**src/logic/soc_pkg.sv**
```systemverilog
/*
 * SoC control plane package
 * Bus widths, word address map, device ids, bus opcodes and reset-request codes
 */
package soc_pkg;

	localparam int unsigned DATA_W = 32;
	localparam int unsigned ADDR_W = 16;

	// Every decoded region spans the same number of words
	localparam int unsigned REGION_WORDS = 256;

	localparam logic [ADDR_W-1:0] DEVTBL_BASE  = 16'h0000;
	localparam logic [ADDR_W-1:0] SCRATCH_BASE = 16'h0100;

	localparam logic [DATA_W-1:0] SOC_ID = 32'd6;

	// Targets behind the router, also the order of the device listing
	typedef enum logic [1:0] {
		DEV_DEVTBL,
		DEV_SCRATCH,
		DEV_INVALID
	} dev_e;

	localparam int unsigned DEV_COUNT = 3;

	// Indexed by dev_e
	localparam logic [DATA_W-1:0] DEV_ID [DEV_COUNT] = '{32'd7, 32'd1, 32'd0};

	typedef enum logic [1:0] {
		OP_NONE,
		OP_WRITE,
		OP_READ
	} pi_op_e;

	typedef enum logic [1:0] {
		RST_NONE,
		RST_WARM,
		RST_COLD,
		RST_PWROFF
	} rst_req_e;

endpackage
```
**src/logic/pi_bus_if.sv**
```systemverilog
/*
 * Internal peripheral bus, one master and one slave per instance
 */
`timescale 1ns/1ns

interface pi_bus_if;
	import soc_pkg::*;

	pi_op_e            op;
	logic [ADDR_W-1:0] addr;
	logic [DATA_W-1:0] wdata;
	logic [DATA_W-1:0] rdata;
	// Single-cycle strobe from the slave when the transfer is done
	logic              rdy;

	modport master (
		output op, addr, wdata,
		input  rdata, rdy
	);

	modport slave (
		input  op, addr, wdata,
		output rdata, rdy
	);

endinterface

```
**src/logic/soc_ctrl_top.sv**
```systemverilog
/*
 * SoC control plane top level
 * Router, device table, scratch RAM and reset sequencer
 */
`timescale 1ns/1ns

module soc_ctrl_top #(
	parameter int RST_CYCLES = 16,
	parameter int RAM_WORDS  = 64
) (
	input  logic                       clk24mhz,
	input  logic                       rst_p,
	input  logic                       req_i,
	input  logic                       we_i,
	input  logic [soc_pkg::ADDR_W-1:0] addr_i,
	input  logic [soc_pkg::DATA_W-1:0] wdata_i,
	output logic                       ack_o,
	output logic [soc_pkg::DATA_W-1:0] rdata_o,
	output logic                       sys_rst_o
);
	import soc_pkg::*;

	rst_req_e rst_req;
	logic     sys_rst;
	logic     ram_clear;

	pi_bus_if devtbl_bus ();
	pi_bus_if ram_bus ();

	// Router sees only the outside reset so a stalled master survives a soft reset
	pi_router pi_router_inst (
		.clk24mhz   (clk24mhz),
		.rst_p      (rst_p),
		.sys_rst_i  (sys_rst),
		.req_i      (req_i),
		.we_i       (we_i),
		.addr_i     (addr_i),
		.wdata_i    (wdata_i),
		.ack_o      (ack_o),
		.rdata_o    (rdata_o),
		.devtbl_bus (devtbl_bus),
		.ram_bus    (ram_bus)
	);

	dev_table #(
		.RAM_WORDS (RAM_WORDS)
	) dev_table_inst (
		.clk24mhz  (clk24mhz),
		.sys_rst_i (sys_rst),
		.bus       (devtbl_bus),
		.rst_req_o (rst_req)
	);

	reset_seq #(
		.RST_CYCLES (RST_CYCLES)
	) reset_seq_inst (
		.clk24mhz    (clk24mhz),
		.rst_p       (rst_p),
		.rst_req_i   (rst_req),
		.sys_rst_o   (sys_rst),
		.ram_clear_o (ram_clear)
	);

	scratch_ram #(
		.RAM_WORDS (RAM_WORDS)
	) scratch_ram_inst (
		.clk24mhz    (clk24mhz),
		.sys_rst_i   (sys_rst),
		.ram_clear_i (ram_clear),
		.bus         (ram_bus)
	);

	assign sys_rst_o = sys_rst;

endmodule

```
**src/logic/scratch_ram.sv**
```systemverilog
/*
 * Scratch RAM
 * Word memory on the internal bus, walked to zero by a cold reset
 */
`timescale 1ns/1ns

module scratch_ram #(
	parameter int RAM_WORDS = 64
) (
	input  logic    clk24mhz,
	input  logic    sys_rst_i,
	input  logic    ram_clear_i,
	pi_bus_if.slave bus
);
	import soc_pkg::*;

	localparam int IDX_W = $clog2(RAM_WORDS);

	logic [DATA_W-1:0] mem [RAM_WORDS];
	logic [IDX_W-1:0]  word_idx;
	logic [IDX_W-1:0]  clr_idx;
	logic              clr_active;
	logic              access;

	assign word_idx = IDX_W'(bus.addr % RAM_WORDS);
	// Bus access waits until a clear walk has finished
	assign access   = (bus.op != OP_NONE) && !bus.rdy && !clr_active && !sys_rst_i;

	// The walk keeps going after the clear request drops, until it passes the last word
	always_ff @(posedge clk24mhz) begin
		if (ram_clear_i) begin
			if (!clr_active) begin
				clr_active <= 1'b1;
				clr_idx    <= '0;
			end else begin
				clr_idx <= (clr_idx == IDX_W'(RAM_WORDS - 1)) ? '0 : clr_idx + 1'b1;
			end
		end else if (sys_rst_i) begin
			clr_active <= 1'b0;
		end else if (clr_active) begin
			clr_idx <= clr_idx + 1'b1;
			if (clr_idx == IDX_W'(RAM_WORDS - 1))
				clr_active <= 1'b0;
		end
	end

	always_ff @(posedge clk24mhz) begin
		if (sys_rst_i)
			bus.rdy <= 1'b0;
		else
			bus.rdy <= access;
	end

	always_ff @(posedge clk24mhz) begin
		if (clr_active)
			mem[clr_idx] <= '0;
		else if (access && bus.op == OP_WRITE)
			mem[word_idx] <= bus.wdata;
		if (access && bus.op == OP_READ)
			bus.rdata <= mem[word_idx];
	end

endmodule

```
**src/logic/reset_seq.sv**
```systemverilog
/*
 * Reset sequencer
 * Holds the system reset for a fixed count on power-on, warm and cold reset,
 * and latches it on power-off until the reset input returns
 */
`timescale 1ns/1ns

module reset_seq #(
	parameter int RST_CYCLES = 16
) (
	input  logic              clk24mhz,
	input  logic              rst_p,
	input  soc_pkg::rst_req_e rst_req_i,
	output logic              sys_rst_o,
	output logic              ram_clear_o
);
	import soc_pkg::*;

	localparam int CNT_W = $clog2(RST_CYCLES + 1);

	logic [CNT_W-1:0] cnt;
	logic             pwroff_q;
	logic             cold_q;

	always_ff @(posedge clk24mhz) begin
		if (rst_p) begin
			cnt      <= CNT_W'(RST_CYCLES);
			pwroff_q <= 1'b0;
			cold_q   <= 1'b0;
		end else begin
			case (rst_req_i)
				RST_WARM: cnt <= CNT_W'(RST_CYCLES);
				RST_COLD: begin
					cnt    <= CNT_W'(RST_CYCLES);
					cold_q <= 1'b1;
				end
				RST_PWROFF: pwroff_q <= 1'b1;
				default: begin
					if (cnt != '0)
						cnt <= cnt - 1'b1;
					else
						cold_q <= 1'b0;
				end
			endcase
		end
	end

	assign sys_rst_o   = (cnt != '0) || pwroff_q;
	// RAM clear only during a cold count
	assign ram_clear_o = cold_q && (cnt != '0);

endmodule

```
**src/logic/dev_table.sv**
```systemverilog
/*
 * Device table
 * Reports the SoC id, each device's id and map size, and holds the
 * software reset-request register
 */
`timescale 1ns/1ns

module dev_table #(
	parameter int RAM_WORDS = 64
) (
	input  logic               clk24mhz,
	input  logic               sys_rst_i,
	pi_bus_if.slave            bus,
	output soc_pkg::rst_req_e  rst_req_o
);
	import soc_pkg::*;

	localparam int OFF_W = $clog2(REGION_WORDS);

	// Same order as dev_e
	localparam logic [DATA_W-1:0] MAP_SZ [DEV_COUNT] = '{
		DATA_W'(REGION_WORDS),
		DATA_W'(RAM_WORDS),
		DATA_W'(REGION_WORDS)
	};

	rst_req_e          rst_req_q;
	logic [OFF_W-1:0]  word;
	logic [DATA_W-1:0] rd_val;
	dev_e              ent;
	logic              access;

	assign word   = bus.addr[OFF_W-1:0];
	assign access = (bus.op != OP_NONE) && !bus.rdy;

	// Words 2+2k and 3+2k describe device k
	assign ent = dev_e'(2'((word - OFF_W'(2)) >> 1));

	always_comb begin
		rd_val = '0;
		if (word == OFF_W'(0))
			rd_val = SOC_ID;
		else if (word == OFF_W'(1))
			rd_val = DATA_W'(rst_req_q);
		else if (word < OFF_W'(2 + 2 * DEV_COUNT))
			rd_val = word[0] ? MAP_SZ[ent] : DEV_ID[ent];
	end

	always_ff @(posedge clk24mhz) begin
		if (sys_rst_i) begin
			rst_req_q <= RST_NONE;
			bus.rdy   <= 1'b0;
		end else begin
			bus.rdy <= access;
			if (access && bus.op == OP_WRITE && word == OFF_W'(1))
				rst_req_q <= rst_req_e'(bus.wdata[1:0]);
		end
	end

	always_ff @(posedge clk24mhz) begin
		if (access && bus.op == OP_READ)
			bus.rdata <= rd_val;
	end

	assign rst_req_o = rst_req_q;

endmodule

```
**src/logic/pi_router.sv**
```systemverilog
/*
 * Bus router
 * Turns the outside four-phase req/ack handshake into internal bus transfers
 * and decodes each word address to the device table, the scratch RAM or nothing
 */
`timescale 1ns/1ns

module pi_router (
	input  logic                       clk24mhz,
	input  logic                       rst_p,
	input  logic                       sys_rst_i,
	input  logic                       req_i,
	input  logic                       we_i,
	input  logic [soc_pkg::ADDR_W-1:0] addr_i,
	input  logic [soc_pkg::DATA_W-1:0] wdata_i,
	output logic                       ack_o,
	output logic [soc_pkg::DATA_W-1:0] rdata_o,
	pi_bus_if.master                   devtbl_bus,
	pi_bus_if.master                   ram_bus
);
	import soc_pkg::*;

	typedef enum logic [1:0] {
		IDLE,
		BUS,
		ACK,
		WAITDROP
	} state_e;

	state_e            state;
	logic              ack_q;
	logic              we_q;
	logic [ADDR_W-1:0] addr_q;
	logic [DATA_W-1:0] wdata_q;
	logic [DATA_W-1:0] rdata_q;
	dev_e              dev_sel;
	pi_op_e            cur_op;
	logic              sel_rdy;

	function automatic dev_e decode(input logic [ADDR_W-1:0] a);
		logic [ADDR_W-1:0] off_tbl;
		logic [ADDR_W-1:0] off_ram;
		off_tbl = a - DEVTBL_BASE;
		off_ram = a - SCRATCH_BASE;
		if (off_tbl < ADDR_W'(REGION_WORDS))
			return DEV_DEVTBL;
		else if (off_ram < ADDR_W'(REGION_WORDS))
			return DEV_SCRATCH;
		else
			return DEV_INVALID;
	endfunction

	assign dev_sel = decode(addr_q);
	assign cur_op  = we_q ? OP_WRITE : OP_READ;

	// Only the selected target sees an opcode, and only while in BUS
	assign devtbl_bus.op    = (state == BUS && dev_sel == DEV_DEVTBL) ? cur_op : OP_NONE;
	assign devtbl_bus.addr  = addr_q;
	assign devtbl_bus.wdata = wdata_q;
	assign ram_bus.op       = (state == BUS && dev_sel == DEV_SCRATCH) ? cur_op : OP_NONE;
	assign ram_bus.addr     = addr_q;
	assign ram_bus.wdata    = wdata_q;

	always_comb begin
		case (dev_sel)
			DEV_DEVTBL:  sel_rdy = devtbl_bus.rdy;
			DEV_SCRATCH: sel_rdy = ram_bus.rdy;
			default:     sel_rdy = 1'b1;
		endcase
	end

	always_ff @(posedge clk24mhz) begin
		if (rst_p) begin
			state <= IDLE;
			ack_q <= 1'b0;
		end else begin
			case (state)
				// Requests wait here while the system is held in reset
				IDLE: if (req_i && !sys_rst_i) state <= BUS;
				BUS: if (sel_rdy) state <= ACK;
				ACK: begin
					ack_q <= 1'b1;
					state <= WAITDROP;
				end
				WAITDROP: if (!req_i) begin
					ack_q <= 1'b0;
					state <= IDLE;
				end
				default: state <= IDLE;
			endcase
		end
	end

	always_ff @(posedge clk24mhz) begin
		if (state == IDLE) begin
			we_q    <= we_i;
			addr_q  <= addr_i;
			wdata_q <= wdata_i;
		end
		if (state == BUS && sel_rdy) begin
			case (dev_sel)
				DEV_DEVTBL:  rdata_q <= devtbl_bus.rdata;
				DEV_SCRATCH: rdata_q <= ram_bus.rdata;
				// Invalid device reads as zero
				default:     rdata_q <= '0;
			endcase
		end
	end

	assign ack_o   = ack_q;
	assign rdata_o = rdata_q;

endmodule

```
**config.mk**
```make
export PLATFORM = sky130hd
export DESIGN_NAME = soc_ctrl_top
export DESIGN_NICKNAME = d
export VERILOG_FILES = /design/src/logic/soc_pkg.sv /design/src/logic/pi_bus_if.sv /design/src/logic/soc_ctrl_top.sv /design/src/logic/scratch_ram.sv /design/src/logic/reset_seq.sv /design/src/logic/dev_table.sv /design/src/logic/pi_router.sv
export SDC_FILE = /design/constraint.sdc
export NUM_CORES = 2
export LEC_CHECK = 0
export BUFFER_PORTS_ARGS = -buffer_cell sky130_fd_sc_hd__buf_2
export CAP_MARGIN = 20
export CORE_MARGIN = 4
export CORE_UTILIZATION = 37
export CTS_CLUSTER_DIAMETER = 120
export CTS_CLUSTER_SIZE = 14
export DETAILED_ROUTE_END_ITERATION = 7
export SYNTH_ARGS = -nofsm -noshare
export SYNTH_HDL_FRONTEND = slang
export SYNTH_SLANG_ARGS = --single-unit
```
**constraint.sdc**
```tcl
create_clock -name clk24mhz -period 6.45 [get_ports clk24mhz]
set_clock_uncertainty 0.05 [all_clocks]
set_input_delay 0.3225 -clock clk24mhz [delete_from_list [all_inputs] [get_ports clk24mhz]]
set_output_delay 0.3225 -clock clk24mhz [all_outputs]
set_load 0.01 [all_outputs]
```
-- Word-level counts from Yosys, hierarchy flattened
Memories as Yosys holds them, arrays and structs flattened. A register that Yosys moved wholly into a read port is not among the register bits.
Index checks and enable logic that the tools add are counted.
- output and inout port bits: 34
- bits in writable memories: 2048
- logic and storage cells: 126
- bits in registers: 134
- memories kept: 1
- input port bits: 52
- memories (name ; depth ; width ; read ports ; clocked after Yosys merged registers in ; write ports ; line ; text):
    scratch_ram_inst.mem ; 64 ; 32 ; 1 ; 1 ; 1 ; scratch_ram.sv:19 ; logic [DATA_W-1:0] mem [RAM_WORDS];
- bitwise gates (word level): 4
- $add $sub $neg: 4
- eq/ne operators: 18
- reductions and logical operators: 37
- muxes and demuxes: 42
- order comparisons: 4
- operators with widths (cell ; number):
    $mux 32 ; 6
    $bmux 32 s2 ; 2
    $pmux 32 s2 ; 1
    $mux 6 ; 6
    $lt 16x9->1 const B ; 2
    $reduce_or 32->1 ; 1
    $mux 2 ; 8
    $sub 16x9->16 const B ; 1
    $logic_and 1x1->1 ; 14
    $eq 2x2->1 const B ; 6
    $mux 1 ; 11
    $eq 2x1->1 const B ; 5
    $pmux 5 s2 ; 1
    $reduce_bool 2->1 ; 5
    $eq 8x1->1 const B ; 1
    $logic_not 8->1 ; 1
    $lt 8x4->1 const B ; 1
    $pmux 2 s4 ; 1
    $reduce_and 2->1 ; 4
    $add 6x1->6 const B ; 1
    $eq 6x6->1 const B ; 1
    $mux 3 ; 2
    $ne 2x2->1 const B ; 3
    $pmux 1 s2 ; 3
    other kinds (14) ; 22

-- Depth between registers and ports, before layout
- depth after elaboration: 17
- gate-level depth with buffers: 10

-- Cells and area by module
A second synthesis with hierarchy kept.
- cell total of the unflattened synthesis: 3910
- area total of the unflattened synthesis: 84578.6 um^2
- modules (own cells, without submodules) (module ; cells each ; times used ; sequential area each (um^2) ; area each (um^2)):
    scratch_ram ; 3559 ; 1 ; 62680.1 ; 79951.7
    pi_router ; 236 ; 1 ; 2492.4 ; 3569.7
    dev_table ; 65 ; 1 ; 210.2 ; 626.9
    reset_seq ; 50 ; 1 ; 140.1 ; 430.4

-- Worst setup path after synthesis
Ideal clock, no wire load.
- path type: register to register
- start point: reg reset_seq_inst.cnt[0]
- end point: reg scratch_ram_inst.bus.rdata[0] (read register of scratch_ram_inst.mem) (enable)
- slack: 1.978 ns
- arrival: 3.961 ns
- setup time: 0.461 ns
- path buffers: 2
- required time: 5.939 ns
- stages on the path, launching flop included: 8
- clock period less this slack: 4.472 ns
- cells stage by stage: dfxtp_1 inv_1 ha_1 or4b_4 buf_6 or4_4 buf_6 nor3_1
- cells in the longest elaborated chain, start to end: 5
- RTL lines (element ; line ; text):
    from (decl) ; reset_seq.sv:21 ; logic [CNT_W-1:0] cnt;
    from (signal assigned) ; reset_seq.sv:27 ; cnt <= CNT_W'(RST_CYCLES);
    from (signal assigned) ; reset_seq.sv:32 ; RST_WARM: cnt <= CNT_W'(RST_CYCLES);
    from (signal assigned) ; reset_seq.sv:34 ; cnt <= CNT_W'(RST_CYCLES);
    $reduce_bool 5->1 ; reset_seq.sv:48 ; assign sys_rst_o = (cnt != '0) || pwroff_q;
    $logic_or 1x1->1 ; reset_seq.sv:48 ;
    $logic_not 1->1 ; scratch_ram.sv:27 ; assign access = (bus.op != OP_NONE) && !bus.rdy && !clr_active && !sys_rst_i;
    $logic_and 1x1->1 ; scratch_ram.sv:27 ;
    $logic_and 1x1->1 ; scratch_ram.sv:59 ; if (access && bus.op == OP_READ)
    to (decl) ; pi_bus_if.sv:23 ; output rdata, rdy
No other way between the ends.
A chain may end at the register's enable or synchronous reset.

-- Final worst setup path
- start point: reg reset_seq_inst.cnt[0]
- end point: mem scratch_ram_inst.mem[33][31] (enable)
- cells in the longest elaborated chain, start to end: 10
- elaborated cells on any way between the ends: 11
- those cells by class: mux (5); reduce/logical (6)
- RTL lines (element ; line ; text):
    $reduce_bool 5->1 (*) ; reset_seq.sv:48 ;
    $logic_or 1x1->1 (*) ; reset_seq.sv:48 ;
    $logic_not 1->1 (*) ; scratch_ram.sv:27 ;
    $logic_and 1x1->1 (*) ; scratch_ram.sv:27 ;
    $logic_and 1x1->1 (*) ; scratch_ram.sv:57 ; else if (access && bus.op == OP_WRITE)
    $mux 1 (*) ; scratch_ram.sv:57 ;
    $mux 1 (*) ; scratch_ram.sv:55 ; if (clr_active)
    $mux 1 (not written as such) (*) ; scratch_ram.sv:58 ; mem[word_idx] <= bus.wdata;
    $reduce_or 32->1 (no line) ; -- ;
    $mux 6 (no line) / $mux 1 (equally long branches) ; -- ;
    to (decl) ; scratch_ram.sv:19 ;
Every way passes the cells marked *; elsewhere a longest branch is shown, timed or not.

==> metrics.csv <==
metric;value;unit
status;completed;
cts_made_buffers;174;
clk_pin_slew;0.07;ns
nets;4369;
worstSetupEndpointType;flop;
postRouteAntennaNets;0;
yosys_register_bits;2187;
grt.total_usage;19.38;%
cp-start-kind;flop;
synth-edff-count;2172;
r2r_start;reset_seq_inst.cnt[0];
ys_warn_count;0;
worstSetupPathType;reg2reg;
nFillCells;19350;
drcViolationCount;0;
dp_slack;1.712;ns
tightest_slew;1.270;ns
p_leak;26.08;nW
grt_max_degree;116;
post_cts_buffers;0;
final_cell_mix;edfxtp_1 (2,172), mux4_2 (379), mux2i_1 (328);
die_w;484.3;um
die_area;0.2346;sq mm
port_buffers;85;
final_common_cell;edfxtp_1;
cts_tree;done;
hold_viol;0;
root_buffer;clkbuf_16;
finalCriticalPeriod;4.823;ns
hp-start;addr_i[7];
cp_max_fo;33;
hold_buffers;51;
grt_pass1_vias;41420;
async_flop_share;0;%
final_cells;7364;
slew_headroom;15.30;%
cts_buffer_depth;3;
min_to;pi_router_inst.devtbl_bus.addr[7];
ys_seq_area_share;78.05;%
wire_per_inst;31.38;um
viasPerCell;5.766;
dr.first_iter.drc_count;5792;
syn-num-nets;4117;
num_rows;174;
antenna_found_initial;20;
fmax;207.3;MHz
met3WireLength;20970;um
worstHoldPathCells;2;
place_congestion;0.9043;
final_util;42.13;%
ctsResizeCount;0;
synth_cells;4054;
synth_cell_types;55;
clk_latency;0.85;ns
vdd_ir_drop_max;0.3559;mV
fin_setup_tns;0;ns
synth_top_flop_cell;edfxtp_1;
slew_violations;0;
pwr_density_cell;335.2;mW/mm^2
hp-class;in2reg;
dr.max_layer_used;met5;
coreArea;0.2253;sq mm
dp_hpwl;142200;um
avgSynthCellArea;20.71;sq um
vias;42460;
ios;86;
required;6.92;ns
grt_pass1_wl;324500;um
min_period_over_period;74.77;%
wl_met2;105700;um
htreeDepth;4;
firstDrtPassIters;6;
maxCapViolCount;0;
syn_area;0.08395;sq mm
reg2reg_depth;9;
initial_utilization;37.26;%
clock_sinks;2187;
arrival;5.30;ns
fp.dieH;484.3;um
grt.overflow.total;0;
placed_cells;7066;
cp-startpoint;reset_seq_inst.cnt[0];
setup_viol;0;
rsz0062_at_grt;no;
drt-total-wl;231100;um
drive_above_1_share;22.72;%
reg2reg_to;scratch_ram_inst.mem[33][31];
m1WireLength;95760;um
fin_ws;1.627;ns
r2r_slack;1.63;ns
syn2layout_area_growth;13.08;%
cell type report:
| type | instances | area [sq um] | share of cell area [%] |
|---|---|---|---|
| flip-flops and latches | 2187 | 65520 | 69.02 |
| clock inverters | 16 | 277.8 | 0.2926 |
| repair buffers | 315 | 2689 | 2.832 |
| inverters | 16 | 62.56 | 0.06590 |
| diodes | 24 | 60.06 | 0.06326 |
| well taps | 2992 | 3744 | 3.943 |
| multi-input cells | 1612 | 18120 | 19.08 |
| clock buffers | 202 | 4459 | 4.697 |
stage by stage:
step	area (sq um)	hold slack, ns	power (mW)
5_1_grt	94890	0.1259	32.78
3_5_place_dp	89530	0.4247	22.30
4_1_cts	94780	0.09679	31.96
2_1_floorplan	83950	0.3714	19.50
3_3_place_gp	89210	0.4236	22.28
6_report	94930	0.1568	31.82
cell usage after synthesis, types with 40 or more instances:
| cell | n | area, sq um |
|---|---|---|
| nand3_1 | 40 | 200.2 |
| o21ai_0 | 71 | 355.3 |
| a21oi_1 | 84 | 420.4 |
| nor2_1 | 93 | 349.1 |
| a221oi_1 | 40 | 350.3 |
| clkbuf_1 | 156 | 585.6 |
| mux2i_1 | 328 | 3283 |
| buf_2 | 50 | 250.2 |
| edfxtp_1 | 2172 | 65220 |
| nand2_1 | 120 | 450.4 |
| a22oi_1 | 132 | 991.0 |
| a31oi_1 | 48 | 300.3 |
| mux4_2 | 379 | 8536 |
sequential cells by signal, indices dropped and copies added, names as in the netlist:
signal / flops
pi_router_inst.we_q: 1
pi_router_inst.rdata_o: 32
scratch_ram_inst.clr_idx: 6
dev_table_inst.bus.rdata: 5
reset_seq_inst.cnt: 5
reset_seq_inst.pwroff_q: 1
scratch_ram_inst.clr_active: 1
scratch_ram_inst.bus.rdy: 1
pi_router_inst.devtbl_bus.wdata: 32
pi_router_inst.devtbl_bus.addr: 16
pi_router_inst.ack_o: 1
reset_seq_inst.cold_q: 1
scratch_ram_inst.bus.rdata: 32
pi_router_inst.state: 2
dev_table_inst.rst_req_o: 2
dev_table_inst.bus.rdy: 1
scratch_ram_inst.mem: 2048
logic make-up (layout without fill, tap and decap cells):
family                   Yosys count  after routing  share of synthesized area (%)
adder cells (fa/ha/maj)           11             11                         0.1639
AO/OA/AOI/OAI                    453            453                          3.674
buffers and inverters            255            549                          1.233
XOR/XNOR                           4              4                        0.04174
other                              0             24                              0
flip-flops                      2187           2187                          78.05
AND/OR/NAND/NOR                  412            412                          2.423
multiplexers                     732            732                          14.41
where the power goes:
group | total, mW | switching [mW] | leakage, nW | internal, mW
registers | 15.8 | 0.200 | 16.4 | 15.6
logic | 6.21 | 4.15 | 7.38 | 2.06
clock network | 9.76 | 4.86 | 2.31 | 4.90
metal layers:
metal | track usage, % | vias to the layer above
li1 | - | 17300
met4 | 7.144 | 6
met2 | 29.32 | 2027
met5 | 0 | -
met3 | 4.010 | 301
met1 | 27.79 | 22830
worst max-delay path, stage by stage (launching register included):
cell and delay [ns]:
dfxtp_1 0.33, inv_1 0.08, ha_1 0.22, or4b_4 0.53, or4_4 0.57, nor3_4 0.74, buf_4 0.49, a31oi_1 0.39
nor2_4 0.71, buf_4 0.37
worst max path at each step:
stage	endpoint	slack, ns
finish	scratch_ram_inst.mem[33][31]	1.63
global route	scratch_ram_inst.mem[33][1]	1.47
floorplan	scratch_ram_inst.bus.rdata[0]	1.98
global placement	scratch_ram_inst.mem[42][22]	1.69
CTS	scratch_ram_inst.mem[33][6]	1.66
detailed placement	scratch_ram_inst.mem[22][29]	1.71
(Power assumes the default switching activity.)
